===== config.mk =====
export PLATFORM = sky130hd
export DESIGN_NAME = decode_stage
export DESIGN_NICKNAME = d
export VERILOG_FILES = /design/src/decode_pkg.sv /design/src/decode_ctrl_if.sv /design/src/inst_hold.sv /design/src/hazard_detect.sv /design/src/inst_decoder.sv /design/src/id_ex_register.sv /design/src/decode_stage.sv
export SDC_FILE = /design/constraint.sdc
export NUM_CORES = 1
export LEC_CHECK = 0
export CORE_AREA = 5 5 142 144
export CTS_BUF_LIST = sky130_fd_sc_hd__clkbuf_4
export CTS_CLUSTER_DIAMETER = 30
export DETAILED_ROUTE_END_ITERATION = 7
export DIE_AREA = 0 0 147 149
export DONT_BUFFER_PORTS = 1
export MAX_ROUTING_LAYER = met4
export PLACE_DENSITY = 0.75
export REMOVE_ABC_BUFFERS = 1
export SLEW_MARGIN = 20
export SYNTH_ARGS = -nofsm -noshare
export SYNTH_HDL_FRONTEND = slang
export SYNTH_SLANG_ARGS = --single-unit

===== constraint.sdc =====
create_clock -name clk -period 8.75 [get_ports clk]
set_input_delay 1.75 -clock clk [delete_from_list [all_inputs] [get_ports clk]]
set_output_delay 1.75 -clock clk [all_outputs]
set_load 0.005 [all_outputs]

===== src/decode_pkg.sv =====
/* RV32I only; the enum encodings below are shared with the later stages.
   INST_NOP is addi x0, x0, 0 and reads x0 only */
package decode_pkg;

    localparam int XLEN = 32;

    typedef logic [XLEN-1:0] word_t;
    typedef logic [4:0]      reg_addr_t;

    typedef enum logic [4:0] {
        ALU_ADD, ALU_SUB, ALU_AND, ALU_OR, ALU_XOR, ALU_SLL, ALU_SRL, ALU_SRA,
        ALU_SLT, ALU_SLTU, ALU_JALR,
        BR_BEQ, BR_BNE, BR_BLT, BR_BGE, BR_BLTU, BR_BGEU
    } alu_fun_t;

    typedef enum logic [1:0] {OP1_RS1, OP1_PC, OP1_X} op1_sel_t;

    typedef enum logic [2:0] {
        OP2_RS2, OP2_IMI, OP2_IMS, OP2_IMJ, OP2_IMU, OP2_X
    } op2_sel_t;

    typedef enum logic [3:0] {
        MEM_X, MEM_LB, MEM_LBU, MEM_LH, MEM_LHU, MEM_LW, MEM_SB, MEM_SH, MEM_SW
    } mem_fun_t;

    typedef enum logic [2:0] {
        WB_X, WB_ALU, WB_PC, WB_MEMB, WB_MEMBU, WB_MEMH, WB_MEMHU, WB_MEMW
    } wb_sel_t;

    // major opcodes
    localparam logic [6:0] OPC_LOAD   = 7'b0000011;
    localparam logic [6:0] OPC_STORE  = 7'b0100011;
    localparam logic [6:0] OPC_OP     = 7'b0110011;
    localparam logic [6:0] OPC_OP_IMM = 7'b0010011;
    localparam logic [6:0] OPC_BRANCH = 7'b1100011;
    localparam logic [6:0] OPC_JAL    = 7'b1101111;
    localparam logic [6:0] OPC_JALR   = 7'b1100111;
    localparam logic [6:0] OPC_LUI    = 7'b0110111;
    localparam logic [6:0] OPC_AUIPC  = 7'b0010111;

    // alu funct3, shared by reg and imm forms
    localparam logic [2:0] F3_ADD  = 3'b000;
    localparam logic [2:0] F3_SLL  = 3'b001;
    localparam logic [2:0] F3_SLT  = 3'b010;
    localparam logic [2:0] F3_SLTU = 3'b011;
    localparam logic [2:0] F3_XOR  = 3'b100;
    localparam logic [2:0] F3_SR   = 3'b101;  // srl / sra
    localparam logic [2:0] F3_OR   = 3'b110;
    localparam logic [2:0] F3_AND  = 3'b111;

    localparam logic [2:0] F3_LB   = 3'b000;
    localparam logic [2:0] F3_LH   = 3'b001;
    localparam logic [2:0] F3_LW   = 3'b010;
    localparam logic [2:0] F3_LBU  = 3'b100;
    localparam logic [2:0] F3_LHU  = 3'b101;
    localparam logic [2:0] F3_SB   = 3'b000;
    localparam logic [2:0] F3_SH   = 3'b001;
    localparam logic [2:0] F3_SW   = 3'b010;

    localparam logic [2:0] F3_BEQ  = 3'b000;
    localparam logic [2:0] F3_BNE  = 3'b001;
    localparam logic [2:0] F3_BLT  = 3'b100;
    localparam logic [2:0] F3_BGE  = 3'b101;
    localparam logic [2:0] F3_BLTU = 3'b110;
    localparam logic [2:0] F3_BGEU = 3'b111;
    localparam logic [2:0] F3_JALR = 3'b000;

    localparam logic [6:0] F7_BASE = 7'b0000000;
    localparam logic [6:0] F7_ALT  = 7'b0100000;  // sub, sra, srai

    localparam word_t INST_NOP = 32'h0000_0013;
    localparam word_t PC_NOP   = '0;

endpackage


===== src/decode_ctrl_if.sv =====
/* combinational decode results of the current instruction, no handshake */
interface decode_ctrl_if;
    import decode_pkg::*;

    alu_fun_t  alu_fun;
    op1_sel_t  op1_sel;
    op2_sel_t  op2_sel;
    mem_fun_t  mem_fun;
    logic      rf_wen;
    wb_sel_t   wb_sel;
    logic      jmp;
    reg_addr_t rs1_addr;
    reg_addr_t rs2_addr;
    reg_addr_t wb_addr;

    modport producer (output alu_fun, op1_sel, op2_sel, mem_fun, rf_wen, wb_sel, jmp,
                      output rs1_addr, rs2_addr, wb_addr);
    modport consumer (input alu_fun, op1_sel, op2_sel, mem_fun, rf_wen, wb_sel, jmp,
                      input rs1_addr, rs2_addr, wb_addr);
    modport read (input rs1_addr, rs2_addr);
endinterface


===== src/inst_hold.sv =====
/* upstream must freeze in_inst while hazard_stall is high.
   a flush wins over the held instruction and presents a NOP */
module inst_hold (
    input  logic              clk,
    input  logic              reset,
    input  decode_pkg::word_t in_inst,
    input  decode_pkg::word_t in_pc,
    input  logic              mem_stall,
    input  logic              hazard_stall,
    input  logic              branch_flush,
    output decode_pkg::word_t inst,
    output decode_pkg::word_t pc
);
    import decode_pkg::*;

    word_t save_inst;
    word_t save_pc;
    logic  last_stall;  // previous cycle sent a bubble
    logic  stall;

    assign stall = mem_stall | hazard_stall;

    always_comb begin
        if (branch_flush) begin
            inst = INST_NOP;
            pc   = PC_NOP;
        end else if (last_stall) begin
            inst = save_inst;
            pc   = save_pc;
        end else begin
            inst = in_inst;
            pc   = in_pc;
        end
    end

    always_ff @(posedge clk) begin
        if (reset) begin
            last_stall <= 1'b0;
        end else begin
            last_stall <= stall;
        end
    end

    always_ff @(posedge clk) begin
        if (stall) begin
            save_inst <= inst;  // a flushed NOP is held too
            save_pc   <= pc;
        end
    end
endmodule


===== src/hazard_detect.sv =====
/* rs2 is compared for every format, so I-type words may stall needlessly */
module hazard_detect (
    decode_ctrl_if.read           ctrl,
    input  logic                  exe_rf_wen,
    input  decode_pkg::reg_addr_t exe_wb_addr,
    input  logic                  mem_rf_wen,
    input  decode_pkg::reg_addr_t mem_wb_addr,
    input  logic                  wb_rf_wen,
    input  decode_pkg::reg_addr_t wb_wb_addr,
    output logic                  hazard_stall
);
    logic exe_hit;
    logic mem_hit;
    logic wb_hit;

    // x0 writes never conflict
    assign exe_hit = exe_rf_wen && (exe_wb_addr != '0)
                     && (exe_wb_addr == ctrl.rs1_addr || exe_wb_addr == ctrl.rs2_addr);
    assign mem_hit = mem_rf_wen && (mem_wb_addr != '0)
                     && (mem_wb_addr == ctrl.rs1_addr || mem_wb_addr == ctrl.rs2_addr);
    assign wb_hit  = wb_rf_wen && (wb_wb_addr != '0)
                     && (wb_wb_addr == ctrl.rs1_addr || wb_wb_addr == ctrl.rs2_addr);

    assign hazard_stall = exe_hit | mem_hit | wb_hit;
endmodule


===== src/inst_decoder.sv =====
/* RV32I base set only; anything outside the table decodes as an add
   with no register, memory or write-back effect */
module inst_decoder (
    input  decode_pkg::word_t inst,
    decode_ctrl_if.producer   ctrl
);
    import decode_pkg::*;

    logic [6:0] opcode;
    logic [2:0] funct3;
    logic [6:0] funct7;
    logic       alt;
    logic       load_ok;
    logic       store_ok;
    logic       branch_ok;
    logic       op_ok;
    logic       imm_ok;

    function automatic alu_fun_t alu_op(input logic [2:0] f3, input logic sub_sra);
        case (f3)
            F3_ADD:  alu_op = sub_sra ? ALU_SUB : ALU_ADD;
            F3_SLL:  alu_op = ALU_SLL;
            F3_SLT:  alu_op = ALU_SLT;
            F3_SLTU: alu_op = ALU_SLTU;
            F3_XOR:  alu_op = ALU_XOR;
            F3_SR:   alu_op = sub_sra ? ALU_SRA : ALU_SRL;
            F3_OR:   alu_op = ALU_OR;
            default: alu_op = ALU_AND;
        endcase
    endfunction

    assign opcode = inst[6:0];
    assign funct3 = inst[14:12];
    assign funct7 = inst[31:25];
    assign alt    = (funct7 == F7_ALT);

    assign load_ok   = funct3 inside {F3_LB, F3_LH, F3_LW, F3_LBU, F3_LHU};
    assign store_ok  = funct3 inside {F3_SB, F3_SH, F3_SW};
    assign branch_ok = funct3 inside {F3_BEQ, F3_BNE, F3_BLT, F3_BGE, F3_BLTU, F3_BGEU};
    assign op_ok     = (funct7 == F7_BASE) || (alt && funct3 inside {F3_ADD, F3_SR});
    // shift immediates carry funct7 in the upper imm bits
    assign imm_ok    = (funct3 == F3_SR)  ? (funct7 == F7_BASE || alt) :
                       (funct3 == F3_SLL) ? (funct7 == F7_BASE) : 1'b1;

    assign ctrl.rs1_addr = inst[19:15];
    assign ctrl.rs2_addr = inst[24:20];
    assign ctrl.wb_addr  = inst[11:7];

    always_comb begin
        ctrl.alu_fun = ALU_ADD;
        ctrl.op1_sel = OP1_X;
        ctrl.op2_sel = OP2_X;
        ctrl.mem_fun = MEM_X;
        ctrl.rf_wen  = 1'b0;
        ctrl.wb_sel  = WB_X;
        ctrl.jmp     = 1'b0;
        case (opcode)
            OPC_LOAD: if (load_ok) begin
                ctrl.op1_sel = OP1_RS1;
                ctrl.op2_sel = OP2_IMI;
                ctrl.rf_wen  = 1'b1;
                case (funct3)
                    F3_LB:   ctrl.mem_fun = MEM_LB;
                    F3_LH:   ctrl.mem_fun = MEM_LH;
                    F3_LW:   ctrl.mem_fun = MEM_LW;
                    F3_LBU:  ctrl.mem_fun = MEM_LBU;
                    default: ctrl.mem_fun = MEM_LHU;
                endcase
                case (funct3)
                    F3_LB:   ctrl.wb_sel = WB_MEMB;
                    F3_LH:   ctrl.wb_sel = WB_MEMH;
                    F3_LW:   ctrl.wb_sel = WB_MEMW;
                    F3_LBU:  ctrl.wb_sel = WB_MEMBU;
                    default: ctrl.wb_sel = WB_MEMHU;
                endcase
            end
            OPC_STORE: if (store_ok) begin
                ctrl.op1_sel = OP1_RS1;
                ctrl.op2_sel = OP2_IMS;  // address = rs1 + imm_s
                case (funct3)
                    F3_SB:   ctrl.mem_fun = MEM_SB;
                    F3_SH:   ctrl.mem_fun = MEM_SH;
                    default: ctrl.mem_fun = MEM_SW;
                endcase
            end
            OPC_OP: if (op_ok) begin
                ctrl.alu_fun = alu_op(funct3, alt);
                ctrl.op1_sel = OP1_RS1;
                ctrl.op2_sel = OP2_RS2;
                ctrl.rf_wen  = 1'b1;
                ctrl.wb_sel  = WB_ALU;
            end
            OPC_OP_IMM: if (imm_ok) begin
                ctrl.alu_fun = alu_op(funct3, funct3 == F3_SR && alt);
                ctrl.op1_sel = OP1_RS1;
                ctrl.op2_sel = OP2_IMI;
                ctrl.rf_wen  = 1'b1;
                ctrl.wb_sel  = WB_ALU;
            end
            OPC_BRANCH: if (branch_ok) begin
                ctrl.op1_sel = OP1_RS1;
                ctrl.op2_sel = OP2_RS2;
                case (funct3)
                    F3_BEQ:  ctrl.alu_fun = BR_BEQ;
                    F3_BNE:  ctrl.alu_fun = BR_BNE;
                    F3_BLT:  ctrl.alu_fun = BR_BLT;
                    F3_BGE:  ctrl.alu_fun = BR_BGE;
                    F3_BLTU: ctrl.alu_fun = BR_BLTU;
                    default: ctrl.alu_fun = BR_BGEU;
                endcase
            end
            OPC_JAL: begin
                ctrl.op1_sel = OP1_PC;
                ctrl.op2_sel = OP2_IMJ;
                ctrl.rf_wen  = 1'b1;
                ctrl.wb_sel  = WB_PC;  // link = pc + 4 downstream
                ctrl.jmp     = 1'b1;
            end
            OPC_JALR: if (funct3 == F3_JALR) begin
                ctrl.alu_fun = ALU_JALR;
                ctrl.op1_sel = OP1_RS1;
                ctrl.op2_sel = OP2_IMI;
                ctrl.rf_wen  = 1'b1;
                ctrl.wb_sel  = WB_PC;
                ctrl.jmp     = 1'b1;
            end
            OPC_LUI, OPC_AUIPC: begin
                ctrl.op1_sel = (opcode == OPC_AUIPC) ? OP1_PC : OP1_X;
                ctrl.op2_sel = OP2_IMU;
                ctrl.rf_wen  = 1'b1;
                ctrl.wb_sel  = WB_ALU;
            end
            default: ;
        endcase
    end
endmodule


===== src/id_ex_register.sv =====
/* rs1_data and rs2_data must be valid in the same cycle as inst.
   stall or reset loads a bubble, NOP with all data zero */
module id_ex_register (
    input  logic                  clk,
    input  logic                  reset,
    input  decode_pkg::word_t     inst,
    input  decode_pkg::word_t     pc,
    decode_ctrl_if.consumer       ctrl,
    input  decode_pkg::word_t     rs1_data,
    input  decode_pkg::word_t     rs2_data,
    input  logic                  mem_stall,
    input  logic                  hazard_stall,
    output decode_pkg::word_t     out_inst,
    output decode_pkg::word_t     out_pc,
    output decode_pkg::word_t     op1_data,
    output decode_pkg::word_t     op2_data,
    output decode_pkg::word_t     store_data,
    output decode_pkg::word_t     imm_b,
    output decode_pkg::alu_fun_t  alu_fun,
    output decode_pkg::mem_fun_t  mem_fun,
    output logic                  rf_wen,
    output decode_pkg::wb_sel_t   wb_sel,
    output decode_pkg::reg_addr_t wb_addr,
    output logic                  jmp_flg
);
    import decode_pkg::*;

    word_t imm_i;
    word_t imm_s;
    word_t imm_b_sext;
    word_t imm_j;
    word_t imm_u;
    word_t rs1_val;
    word_t rs2_val;
    word_t op1_next;
    word_t op2_next;
    logic  stall;

    assign stall = mem_stall | hazard_stall;

    assign imm_i      = {{20{inst[31]}}, inst[31:20]};
    assign imm_s      = {{20{inst[31]}}, inst[31:25], inst[11:7]};
    assign imm_b_sext = {{19{inst[31]}}, inst[31], inst[7], inst[30:25], inst[11:8], 1'b0};
    assign imm_j      = {{11{inst[31]}}, inst[31], inst[19:12], inst[20], inst[30:21], 1'b0};
    assign imm_u      = {inst[31:12], 12'b0};

    // x0 reads as zero whatever the port returns
    assign rs1_val = (ctrl.rs1_addr == '0) ? '0 : rs1_data;
    assign rs2_val = (ctrl.rs2_addr == '0) ? '0 : rs2_data;

    always_comb begin
        case (ctrl.op1_sel)
            OP1_RS1: op1_next = rs1_val;
            OP1_PC:  op1_next = pc;
            default: op1_next = '0;
        endcase
        case (ctrl.op2_sel)
            OP2_RS2: op2_next = rs2_val;
            OP2_IMI: op2_next = imm_i;
            OP2_IMS: op2_next = imm_s;
            OP2_IMJ: op2_next = imm_j;
            OP2_IMU: op2_next = imm_u;
            default: op2_next = '0;
        endcase
    end

    always_ff @(posedge clk) begin
        if (reset || stall) begin
            out_inst   <= INST_NOP;
            out_pc     <= PC_NOP;
            op1_data   <= '0;
            op2_data   <= '0;
            store_data <= '0;
            imm_b      <= '0;
            alu_fun    <= ALU_ADD;
            mem_fun    <= MEM_X;
            rf_wen     <= 1'b0;
            wb_sel     <= WB_X;
            wb_addr    <= '0;
            jmp_flg    <= 1'b0;
        end else begin
            out_inst   <= inst;
            out_pc     <= pc;
            op1_data   <= op1_next;
            op2_data   <= op2_next;
            store_data <= rs2_val;
            imm_b      <= imm_b_sext;  // branch target is computed in execute
            alu_fun    <= ctrl.alu_fun;
            mem_fun    <= ctrl.mem_fun;
            rf_wen     <= ctrl.rf_wen;
            wb_sel     <= ctrl.wb_sel;
            wb_addr    <= ctrl.wb_addr;
            jmp_flg    <= ctrl.jmp;
        end
    end
endmodule


===== src/decode_stage.sv =====
/* register file is outside; rs1/rs2_addr must be answered combinationally.
   upstream freezes while hazard_stall is high */
module decode_stage (
    input  logic                  clk,
    input  logic                  reset,
    input  decode_pkg::word_t     in_inst,
    input  decode_pkg::word_t     in_pc,
    input  decode_pkg::word_t     rs1_data,
    input  decode_pkg::word_t     rs2_data,
    input  logic                  mem_stall,
    input  logic                  branch_flush,
    input  logic                  exe_rf_wen,
    input  decode_pkg::reg_addr_t exe_wb_addr,
    input  logic                  mem_rf_wen,
    input  decode_pkg::reg_addr_t mem_wb_addr,
    input  logic                  wb_rf_wen,
    input  decode_pkg::reg_addr_t wb_wb_addr,
    output decode_pkg::reg_addr_t rs1_addr,
    output decode_pkg::reg_addr_t rs2_addr,
    output logic                  hazard_stall,
    output decode_pkg::word_t     out_inst,
    output decode_pkg::word_t     out_pc,
    output decode_pkg::word_t     op1_data,
    output decode_pkg::word_t     op2_data,
    output decode_pkg::word_t     store_data,
    output decode_pkg::word_t     imm_b,
    output decode_pkg::alu_fun_t  alu_fun,
    output decode_pkg::mem_fun_t  mem_fun,
    output logic                  rf_wen,
    output decode_pkg::wb_sel_t   wb_sel,
    output decode_pkg::reg_addr_t wb_addr,
    output logic                  jmp_flg
);
    import decode_pkg::*;

    word_t inst;  // after hold / flush select
    word_t pc;

    decode_ctrl_if ctrl ();

    assign rs1_addr = ctrl.rs1_addr;
    assign rs2_addr = ctrl.rs2_addr;

    inst_hold u_inst_hold (
        .clk          (clk),
        .reset        (reset),
        .in_inst      (in_inst),
        .in_pc        (in_pc),
        .mem_stall    (mem_stall),
        .hazard_stall (hazard_stall),
        .branch_flush (branch_flush),
        .inst         (inst),
        .pc           (pc)
    );

    inst_decoder u_inst_decoder (
        .inst (inst),
        .ctrl (ctrl)
    );

    hazard_detect u_hazard_detect (
        .ctrl         (ctrl),
        .exe_rf_wen   (exe_rf_wen),
        .exe_wb_addr  (exe_wb_addr),
        .mem_rf_wen   (mem_rf_wen),
        .mem_wb_addr  (mem_wb_addr),
        .wb_rf_wen    (wb_rf_wen),
        .wb_wb_addr   (wb_wb_addr),
        .hazard_stall (hazard_stall)
    );

    id_ex_register u_id_ex_register (
        .clk          (clk),
        .reset        (reset),
        .inst         (inst),
        .pc           (pc),
        .ctrl         (ctrl),
        .rs1_data     (rs1_data),
        .rs2_data     (rs2_data),
        .mem_stall    (mem_stall),
        .hazard_stall (hazard_stall),
        .out_inst     (out_inst),
        .out_pc       (out_pc),
        .op1_data     (op1_data),
        .op2_data     (op2_data),
        .store_data   (store_data),
        .imm_b        (imm_b),
        .alu_fun      (alu_fun),
        .mem_fun      (mem_fun),
        .rf_wen       (rf_wen),
        .wb_sel       (wb_sel),
        .wb_addr      (wb_addr),
        .jmp_flg      (jmp_flg)
    );
endmodule


# Yosys cells after proc, flatten, opt, wreduce, memory -nomap -nowiden
# Cells that the tools add are included.
dict set report totals {
  regBits 257
  in_bits 150
  output_inout_bits 222
  wordCells 130
}
dict set report classes {
  n_eq_ne 28
  mux 54
  bitwise 3
  reduce_logical 29
}
# operator n
set op_table {}
lappend op_table {{$mux 32} 6}
lappend op_table {{$pmux 32 s5} 1}
lappend op_table {{$pmux 5 s7} 2}
lappend op_table {{$pmux 32 s2} 1}
lappend op_table {{$eq 5x5->1} 6}
lappend op_table {{$eq 7x6->1 const B} 4}
lappend op_table {{$pmux 5 s5} 1}
lappend op_table {{$pmux 3 s4} 2}
lappend op_table {{$pmux 3 s8} 1}
lappend op_table {{$eq 7x7->1 const B} 3}
lappend op_table {{$mux 3} 7}
lappend op_table {{$pmux 5 s4} 1}
lappend op_table {{$reduce_bool 5->1} 4}
lappend op_table {{$pmux 3 s6} 1}
lappend op_table {{$mux 2} 8}
lappend op_table {{$pmux 2 s8} 1}
lappend op_table {{$pmux 4 s2} 2}
lappend op_table {{$eq 3x3->1 const B} 5}
lappend op_table {{$mux 5} 3}
lappend op_table {{$eq 7x5->1 const B} 2}
lappend op_table {{$eq 3x2->1 const B} 4}
lappend op_table {{$mux 1} 12}
lappend op_table {{$mux 4} 3}
lappend op_table {{$logic_not 5->1} 2}
lappend op_table {{other kinds (16)} 32}

# Longest topological paths before layout
# Gate-level depths: netlist (run 1).
dict set report logic_depth {
  ltp_word 10
  ltp_mapped 14
  mapped_depth_nobuf 9
}

# Cells and area by module
# From an unflattened synthesis (run 1), not the netlist that was laid out.
dict set report hier_totals {
  hier_cells 1017
  area_unflattened_um2 10476.3
}
# module instances cells_each area_per_inst_um2 seq_area_each_um2
set modules_own_cells {}
lappend modules_own_cells {id_ex_register 1 636 6259.8 3583.4}
lappend modules_own_cells {inst_hold 1 209 3012.9 1941.9}
lappend modules_own_cells {inst_decoder 1 123 812.0 0.0}
lappend modules_own_cells {hazard_detect 1 49 391.6 0.0}

# Worst setup path before layout (run 1)
# OpenSTA, ideal clock, no wires.
dict set report synth_timing {
  path_kind {in2reg}
  start {input port branch_flush}
  end {register u_inst_hold.save_inst[0], enable pin}
  setup_time_ps 433
  t_arrival_ps 4513
  required_ps 8317
  path_slack_ps 3804
  cell_stages 8
  n_path_buf 2
  path_cell_list {buf_2 > or2_2 > clkbuf_1 > xnor2_1 > nor4_1 > o221a_1 > nor3_1 > nand2b_1}
}
dict set report synth_between {
  elab_chain_len 7
  elab_cells_between_ends 16
  classes_between {6 x eq/ne; 1 x mux; 3 x bitwise; 6 x reduce/logical}
}
# item line_no
set synth_lines {}
lappend synth_lines {{start, declared} decode_stage.sv:11} ;# input logic branch_flush,
lappend synth_lines {{$mux 32 *} inst_hold.sv:24} ;# if (branch_flush) begin
lappend synth_lines {{$eq 5x5->1 (on tied branches)} {hazard_detect.sv:18, hazard_detect.sv:20}}
lappend synth_lines {{$logic_or 1x1->1 (on tied branches)} {hazard_detect.sv:18, hazard_detect.sv:20}}
lappend synth_lines {{$logic_and 1x1->1 (on tied branches)} {hazard_detect.sv:18, hazard_detect.sv:20}}
lappend synth_lines {{$or 1x1->1} hazard_detect.sv:24} ;# assign hazard_stall = exe_hit | mem_hit | wb_hit;
lappend synth_lines {{$or 1x1->1 *} hazard_detect.sv:24}
lappend synth_lines {{$or 1x1->1 *} -}
lappend synth_lines {{via u_id_ex_register.stall} id_ex_register.sv:37} ;# logic stall;
lappend synth_lines {{end signal, assigned} inst_hold.sv:46} ;# save_inst <= inst;
lappend synth_lines {{end, declared} inst_hold.sv:16} ;# word_t save_inst;
# Mark *: on every way through the listed nets, which the timed path passes. The rest lies on a longest branch.
# A chain may end at the register's enable or synchronous reset.

# Worst setup path after layout (run 1)
dict set report layout_timing {
  start {register u_inst_hold.last_stall}
  end {output port hazard_stall}
}
dict set report layout_between {
  elab_chain_len 7
  elab_cells_between_ends 16
  classes_between {6 x eq/ne; 2 x mux; 2 x bitwise; 6 x reduce/logical}
}
# item line_no
set layout_lines {}
lappend layout_lines {{start, declared} inst_hold.sv:18} ;# logic last_stall;
lappend layout_lines {{start signal, assigned} inst_hold.sv:40} ;# last_stall <= stall;
lappend layout_lines {{$mux 32 *} inst_hold.sv:27} ;# end else if (last_stall) begin
lappend layout_lines {{$mux 32 *} inst_hold.sv:24}
lappend layout_lines {{$eq 5x5->1 (on tied branches)} {hazard_detect.sv:18, hazard_detect.sv:20}}
lappend layout_lines {{$logic_or 1x1->1 (on tied branches)} {hazard_detect.sv:18, hazard_detect.sv:20}}
lappend layout_lines {{$logic_and 1x1->1 (on tied branches)} {hazard_detect.sv:18, hazard_detect.sv:20}}
lappend layout_lines {{$or 1x1->1} hazard_detect.sv:24}
lappend layout_lines {{$or 1x1->1 *} hazard_detect.sv:24}
lappend layout_lines {{end, declared} decode_stage.sv:20} ;# output logic hazard_stall,
# Mark *: on every way between the ends. The rest lies on a longest branch, timed or not.

==> impl_metrics.tcl, run 1 <==
set metrics [dict create \
    status "finished, final reports clean" \
    drtPass1Iterations 5 \
    worst-path-max-fanout 62 \
    critPathLaunch "u_inst_hold.last_stall" \
    die-area_um2 21900 \
    drt-wirelength-per-cell_um 23.2 \
    tritoncts "done" \
    grt_max_degree 138 \
    reg2reg_to "u_id_ex_register.op2_data[18]" \
    antenna_found_initial 1 \
    start_kind "flop" \
    critPathArrivalTime_ps 3750 \
    synth_cell_types 74 \
    htreeDepth 2 \
    ys_warn_count 0 \
    overflow 0 \
    end_kind "output pin" \
    r2r-start "u_inst_hold.last_stall" \
    hold_viol_final 0 \
    synth_top_area_frac 0.353 \
    period_minus_slack_ps 5500 \
    fin_crit_sh 0.629 \
    routed_wl_um 28600 \
    slew_viol_final 0 \
    worst_pin_slew_ps 1140 \
    cts.path.max_buffers 3 \
    peakVddDrop_mv 0.136 \
    tns_ps 0 \
    synth_edf_count 64 \
    yosysSeqAreaShare 0.546 \
    intPower_mw 1.89 \
    ant_nets 0 \
    leakage_nw 3.97 \
    grt_pass1_vias 7391 \
    clk_pin_slew_ps 70 \
    critical_path_class "flop to output pin" \
    cts_hold_buf 0 \
    die_w_um 147 \
    clk_latency_ps 680 \
    hold_path.class "flop to flop" \
    cp-endpoint "hazard_stall" \
    post-cts-setup-buffer-count 0 \
    clock_sinks 239 \
    synth_area_leaders "dfxtp_1, edfxtp_1, mux2i_1, nor2_1, buf_4" \
    slew-limit-headroom 0.243 \
    io_buffers 0 \
    gp_congestion 0.921 \
    swShare 0.263 \
    die_h_um 149 \
    combinationalPowerShare 0.109 \
    drive_gt1_frac 0.137 \
    cap_violations 0 \
    synth_area_um2 9930 \
    remaining_drc_errors 0 \
    rrSetupSlack_ps 3980 \
    r2r_cells 9 \
    cts_resized 0 \
    cts_root_buffer "clkbuf_4" \
    finalSetupViolations 0 \
    syn_avg_cell_area_um2 10.0 \
    fin_skew_ps 26.3 \
    cts_buffers 60 \
    seqPwrFrac 0.484 \
    grt_pass1_wl_um 42700 \
    io_pins 372 \
    postSynthCellCount 993 \
    synthArstFlopShare 0 \
    track_usage 0.255 \
    fin_nets 1095 \
    synthToLayoutAreaGrowth_pct 5.61 \
    worstHoldStart "u_inst_hold.save_inst[9]" \
    yosysMostFrequentCell "dfxtp_1" \
    rsz0062_at_grt "no" \
    ys_top_cells_by_count "dfxtp_1, nor2_1, edfxtp_1, mux2i_1, nand2_1" \
    vias 7393 \
    synthFlopType "dfxtp_1" \
    p_switching_mw 0.676 \
    viasPerCell 6.00 \
    synth-seq-cells 239 \
    start_util 0.535 \
    fin_util 0.565 \
    rows 50 \
    synth_top_area_cell "dfxtp_1" \
    p_clk_frac 0.407 \
    core_area_um2 18600 \
    hpwl_um 19700 \
    clock.fmax_mhz 182 \
    initialDrtViolationCount 578 \
    crit_required_ps 7000 \
    p_per_area_nw_per_um2 245 \
]
[stage by stage]
stage / std cells / hold slack, ps / setup WS (ps) / area [um^2] / total power, mW
2_1_floorplan: 877 / 560 / 1650 / 9250 / 1.46
3_3_place_gp: 1117 / 571 / 3630 / 9610 / 1.54
3_5_place_dp: 1117 / 581 / 3600 / 9610 / 1.54
4_1_cts: 1231 / 596 / 3140 / 10500 / 2.59
5_1_grt: 1232 / 611 / 2910 / 10500 / 2.69
6_report: 1232 / 601 / 3250 / 10500 / 2.57
[state kept, by name, summed over array words and instances, names as in the netlist]
signal and flops:
u_id_ex_register.rf_wen 1, u_id_ex_register.imm_b 7, u_id_ex_register.out_pc 32, u_id_ex_register.jmp_flg 1
u_inst_hold.save_inst 32, u_id_ex_register.op1_data 32, u_id_ex_register.mem_fun 4, u_id_ex_register.wb_sel 3
u_inst_hold.save_pc 32, u_id_ex_register.op2_data 32, u_inst_hold.last_stall 1, u_id_ex_register.wb_addr 4
u_id_ex_register.alu_fun 5, u_id_ex_register.out_inst 21, u_id_ex_register.store_data 32
[per-layer routing]
metal	vias to the layer above	GRT usage	wire length, um
met5	-	-	0
met4	0	0.0913	800
met3	60	0.0638	2300
met2	391	0.413	14000
met1	3544	0.312	11500
li1	3398	-	-
[cells in the final DEF, fill, tap and decap left out, types with 4 or more instances in the layout]
cell type | synthesis | layout
bufinv_16 | 0 | 5
mux2i_1 | 60 | 60
or2_2 | 16 | 16
nor4_1 | 9 | 9
a22oi_1 | 33 | 33
nand3_1 | 8 | 8
o21ai_0 | 15 | 15
or4_1 | 4 | 4
nor3b_1 | 4 | 4
a32oi_1 | 5 | 5
nand4_1 | 7 | 7
buf_4 | 49 | 6
inv_1 | 26 | 26
nor3_1 | 55 | 55
dfxtp_1 | 175 | 173
clkinv_2 | 0 | 4
clkbuf_4 | 0 | 83
nor2_1 | 154 | 153
a31oi_1 | 4 | 4
nor2b_1 | 5 | 5
a21oi_1 | 21 | 21
o21a_1 | 21 | 21
clkinv_1 | 1 | 21
mux2_2 | 5 | 5
nand2_1 | 57 | 57
o22ai_1 | 24 | 24
or3_1 | 17 | 17
xnor2_1 | 16 | 16
a2bb2oi_1 | 6 | 6
edfxtp_1 | 64 | 64
or2_1 | 4 | 4
[cell type report]
type / instances / area [um^2]
fill: 1605 / 8090
sequential: 239 / 5430
multi-input combinational: 611 / 3740
clock buffer: 83 / 623
tap: 234 / 293
clock inverter: 31 / 256
inverter: 27 / 101
timing repair buffer: 6 / 45.0
antenna: 1 / 2.50
[power by group through the flow]
| stage | sequential (mW) | clock, mW | combinational (mW) |
|---|---|---|---|
| 2_1_floorplan | 1.26 | 0 | 0.203 |
| 3_3_place_gp | 1.27 | 0 | 0.273 |
| 3_5_place_dp | 1.27 | 0 | 0.278 |
| 4_1_cts | 1.24 | 1.06 | 0.279 |
| 5_1_grt | 1.25 | 1.13 | 0.308 |
| 6_report | 1.24 | 1.04 | 0.281 |
[worst min path at each step]
stage / endpoint / slack [ps] / cells past startpoint
6_report: u_id_ex_register.wb_addr[2] / 600 / 2
5_1_grt: u_id_ex_register.out_pc[7] / 610 / 2
4_1_cts: u_id_ex_register.out_pc[23] / 600 / 2
3_5_place_dp: u_id_ex_register.out_pc[17] / 580 / 2
3_3_place_gp: u_id_ex_register.out_pc[6] / 570 / 2
2_1_floorplan: u_id_ex_register.imm_b[4] / 560 / 2
[worst max-delay path: stages, from the launching register on]
cell and delay, ps:
dfxtp_4 700, buf_4 750, mux2i_1 250, or2_1 320, xnor2_1 160, nor4_1 70, o221a_1 270, nor3_1 430
inv_1 130
[cells by family (layout without fill, tap and decap cells)]
group | Yosys count | in the layout | share of synthesized area
and+or+nand+nor | 363 | 363 | 0.173
DFF | 239 | 239 | 0.546
AOI/OAI and AO/OA | 162 | 162 | 0.116
buffers and inverters | 143 | 147 | 0.0792
muxes | 66 | 66 | 0.0684
xor gates and xnor gates | 19 | 19 | 0.0168
other | 1 | 2 | 0.000378
Power figures use the tool's default switching activity.
==> run 2, diff against run 1 <==
--- a/config.mk
+++ b/config.mk
@@ -5,14 +5,14 @@
 export SDC_FILE = /design/constraint.sdc
 export NUM_CORES = 1
 export LEC_CHECK = 0
-export CORE_AREA = 5 5 142 144
+export CORE_AREA = 5 5 140 142
 export CTS_BUF_LIST = sky130_fd_sc_hd__clkbuf_4
 export CTS_CLUSTER_DIAMETER = 30
 export DETAILED_ROUTE_END_ITERATION = 7
-export DIE_AREA = 0 0 147 149
+export DIE_AREA = 0 0 145 147
 export DONT_BUFFER_PORTS = 1
 export MAX_ROUTING_LAYER = met4
-export PLACE_DENSITY = 0.75
+export PLACE_DENSITY = 0.79
 export REMOVE_ABC_BUFFERS = 1
 export SLEW_MARGIN = 20
 export SYNTH_ARGS = -nofsm -noshare
==> constraint.sdc (replaced) <==
create_clock -name clk -period 4.6 [get_ports clk]
set_input_delay 0.92 -clock clk [delete_from_list [all_inputs] [get_ports clk]]
set_output_delay 0.92 -clock clk [all_outputs]
set_load 0.005 [all_outputs]
==> impl_metrics.tcl, run 2 (synthesis gave the netlist of run 1 again) <==
set metrics [dict create \
    status "finished, final reports clean" \
    peakVddDrop_mv 0.281 \
    grt_max_degree 138 \
    rows 50 \
    synthToLayoutAreaGrowth_pct 6.03 \
    final.setup.worst_slack_ps 358 \
    ff_latch_area_um2 5430 \
    io_buffers 0 \
    die_w_um 145 \
    multi_input_area_um2 3730 \
    cts_resized 0 \
    hold_viol_final 0 \
    cts.path.max_buffers 3 \
    leakage_nw 4.01 \
    start_kind "flop" \
    hpwl_um 19400 \
    rrSetupSlack_ps 820 \
    top_usage_layer "met2" \
    hold_path.class "input port to flop" \
    start_util 0.542 \
    fin_skew_ps 20.8 \
    finalSetupViolations 0 \
    p_per_area_nw_per_um2 459 \
    grt_use_met2 0.386 \
    core_area_um2 18300 \
    viasPerCell 6.01 \
    fin_nets 1104 \
    period_minus_slack_ps 4240 \
    postPlaceCellArea_um2 9660 \
    antenna_found_initial 1 \
    overflow 0 \
    grt_pass1_wl_um 41800 \
    gp_congestion 0.988 \
    clk_pin_slew_ps 50 \
    slew-limit-headroom 0.354 \
    worst-path-max-fanout 56 \
    clock.fmax_mhz 236 \
    end_kind "output pin" \
    ant_nets 0 \
    final_cell_mix "dfxtp_1, nor2_1, clkbuf_4, edfxtp_1, mux2i_1" \
    grt_pass1_vias 7343 \
    io_pins 372 \
    die-area_um2 21300 \
    cts_buffers 61 \
    rsz0062_at_grt "no" \
    drive_gt1_frac 0.147 \
    tritoncts "done" \
    track_usage 0.251 \
    clock_sinks 239 \
    totalPowerFinal_mw 4.84 \
    use_met1 0.309 \
    crit_required_ps 3680 \
    finalInstanceArea_um2 10500 \
    final_common_cell "dfxtp_1" \
    fin_util 0.575 \
    initialDrtViolationCount 602 \
    cts_root_buffer "clkbuf_4" \
    die_h_um 147 \
    drt-wirelength-per-cell_um 22.4 \
    routed_wl_um 27700 \
    n_fill_cell 1577 \
    slew_viol_final 0 \
    drtPass1Iterations 5 \
    fin_crit_sh 0.922 \
    critical_path_class "flop to output pin" \
    post-cts-setup-buffer-count 0 \
    cap_violations 0 \
    gr-usage-met3 0.0731 \
    vias 7441 \
    remaining_drc_errors 0 \
    tns_ps 0 \
    clk_latency_ps 660 \
    htreeDepth 2 \
    cts_hold_buf 0 \
    dp_slack_ps 767 \
    worst_pin_slew_ps 970 \
    critPathArrivalTime_ps 3320 \
]
run 2: cell types whose count changed in the layout (fill, tap and decap cells not counted):
cell / previous run / this run
nor2_1: 153 / 154
inv_2: 1 / 0
buf_4: 6 / 14
bufinv_16: 5 / 4
clkbuf_4: 83 / 88
clkinv_1: 21 / 16
nor2_2: 1 / 0
run 2: metrics by stage:
| stage | hold WS, ps | cells |
|---|---|---|
| 6_report | 333 | 1238 |
| 3_5_place_dp | 589 | 1125 |
| 2_1_floorplan | 560 | 877 |
| 4_1_cts | 274 | 1237 |
| 5_1_grt | 284 | 1238 |
| 3_3_place_gp | 570 | 1125 |
run 2: cell type report:
class / instances / area share
Inverter: 27 / 0.00962
Antenna cell: 1 / 0.000238
Timing Repair Buffer: 14 / 0.00998
Sequential cell: 239 / 0.516
Tap cell: 234 / 0.0278
Clock inverter: 24 / 0.0194
Multi-Input combinational cell: 611 / 0.355
Clock buffer: 88 / 0.0627
run 2: report_power, final:
part / switching [mW] / internal, mW / leakage [nW]
Sequential: 0.0763 / 2.29 / 2.08
Clock: 0.833 / 1.11 / 0.501
Combinational: 0.345 / 0.185 / 1.43
run 2: worst paths after layout:
check                           cells past startpoint                     from                     endpoint
worst max register to register                      8   u_inst_hold.last_stall  u_id_ex_register.mem_fun[3]
worst min register to register                      2  u_inst_hold.save_pc[16]  u_id_ex_register.out_pc[16]
worst min-delay path                                1                    reset       u_inst_hold.last_stall
worst max-delay path                                7   u_inst_hold.last_stall                 hazard_stall
run 2: layer usage:
metal | wire [um] | share of wire | vias to the layer above
met5 | 0 | 0 | -
met4 | 998 | 0.036 | 0
met3 | 2470 | 0.089 | 74
met2 | 13200 | 0.48 | 418
met1 | 11000 | 0.40 | 3533
li1 | - | - | 3416
run 2: worst max-delay path, cell delays in order (launching register included):
cell,delay [ps]
dfxtp_4,870
mux2i_1,400
or2_0,380
xnor2_1,170
nor4_1,80
o221a_1,280
nor3_1,400
inv_1,110
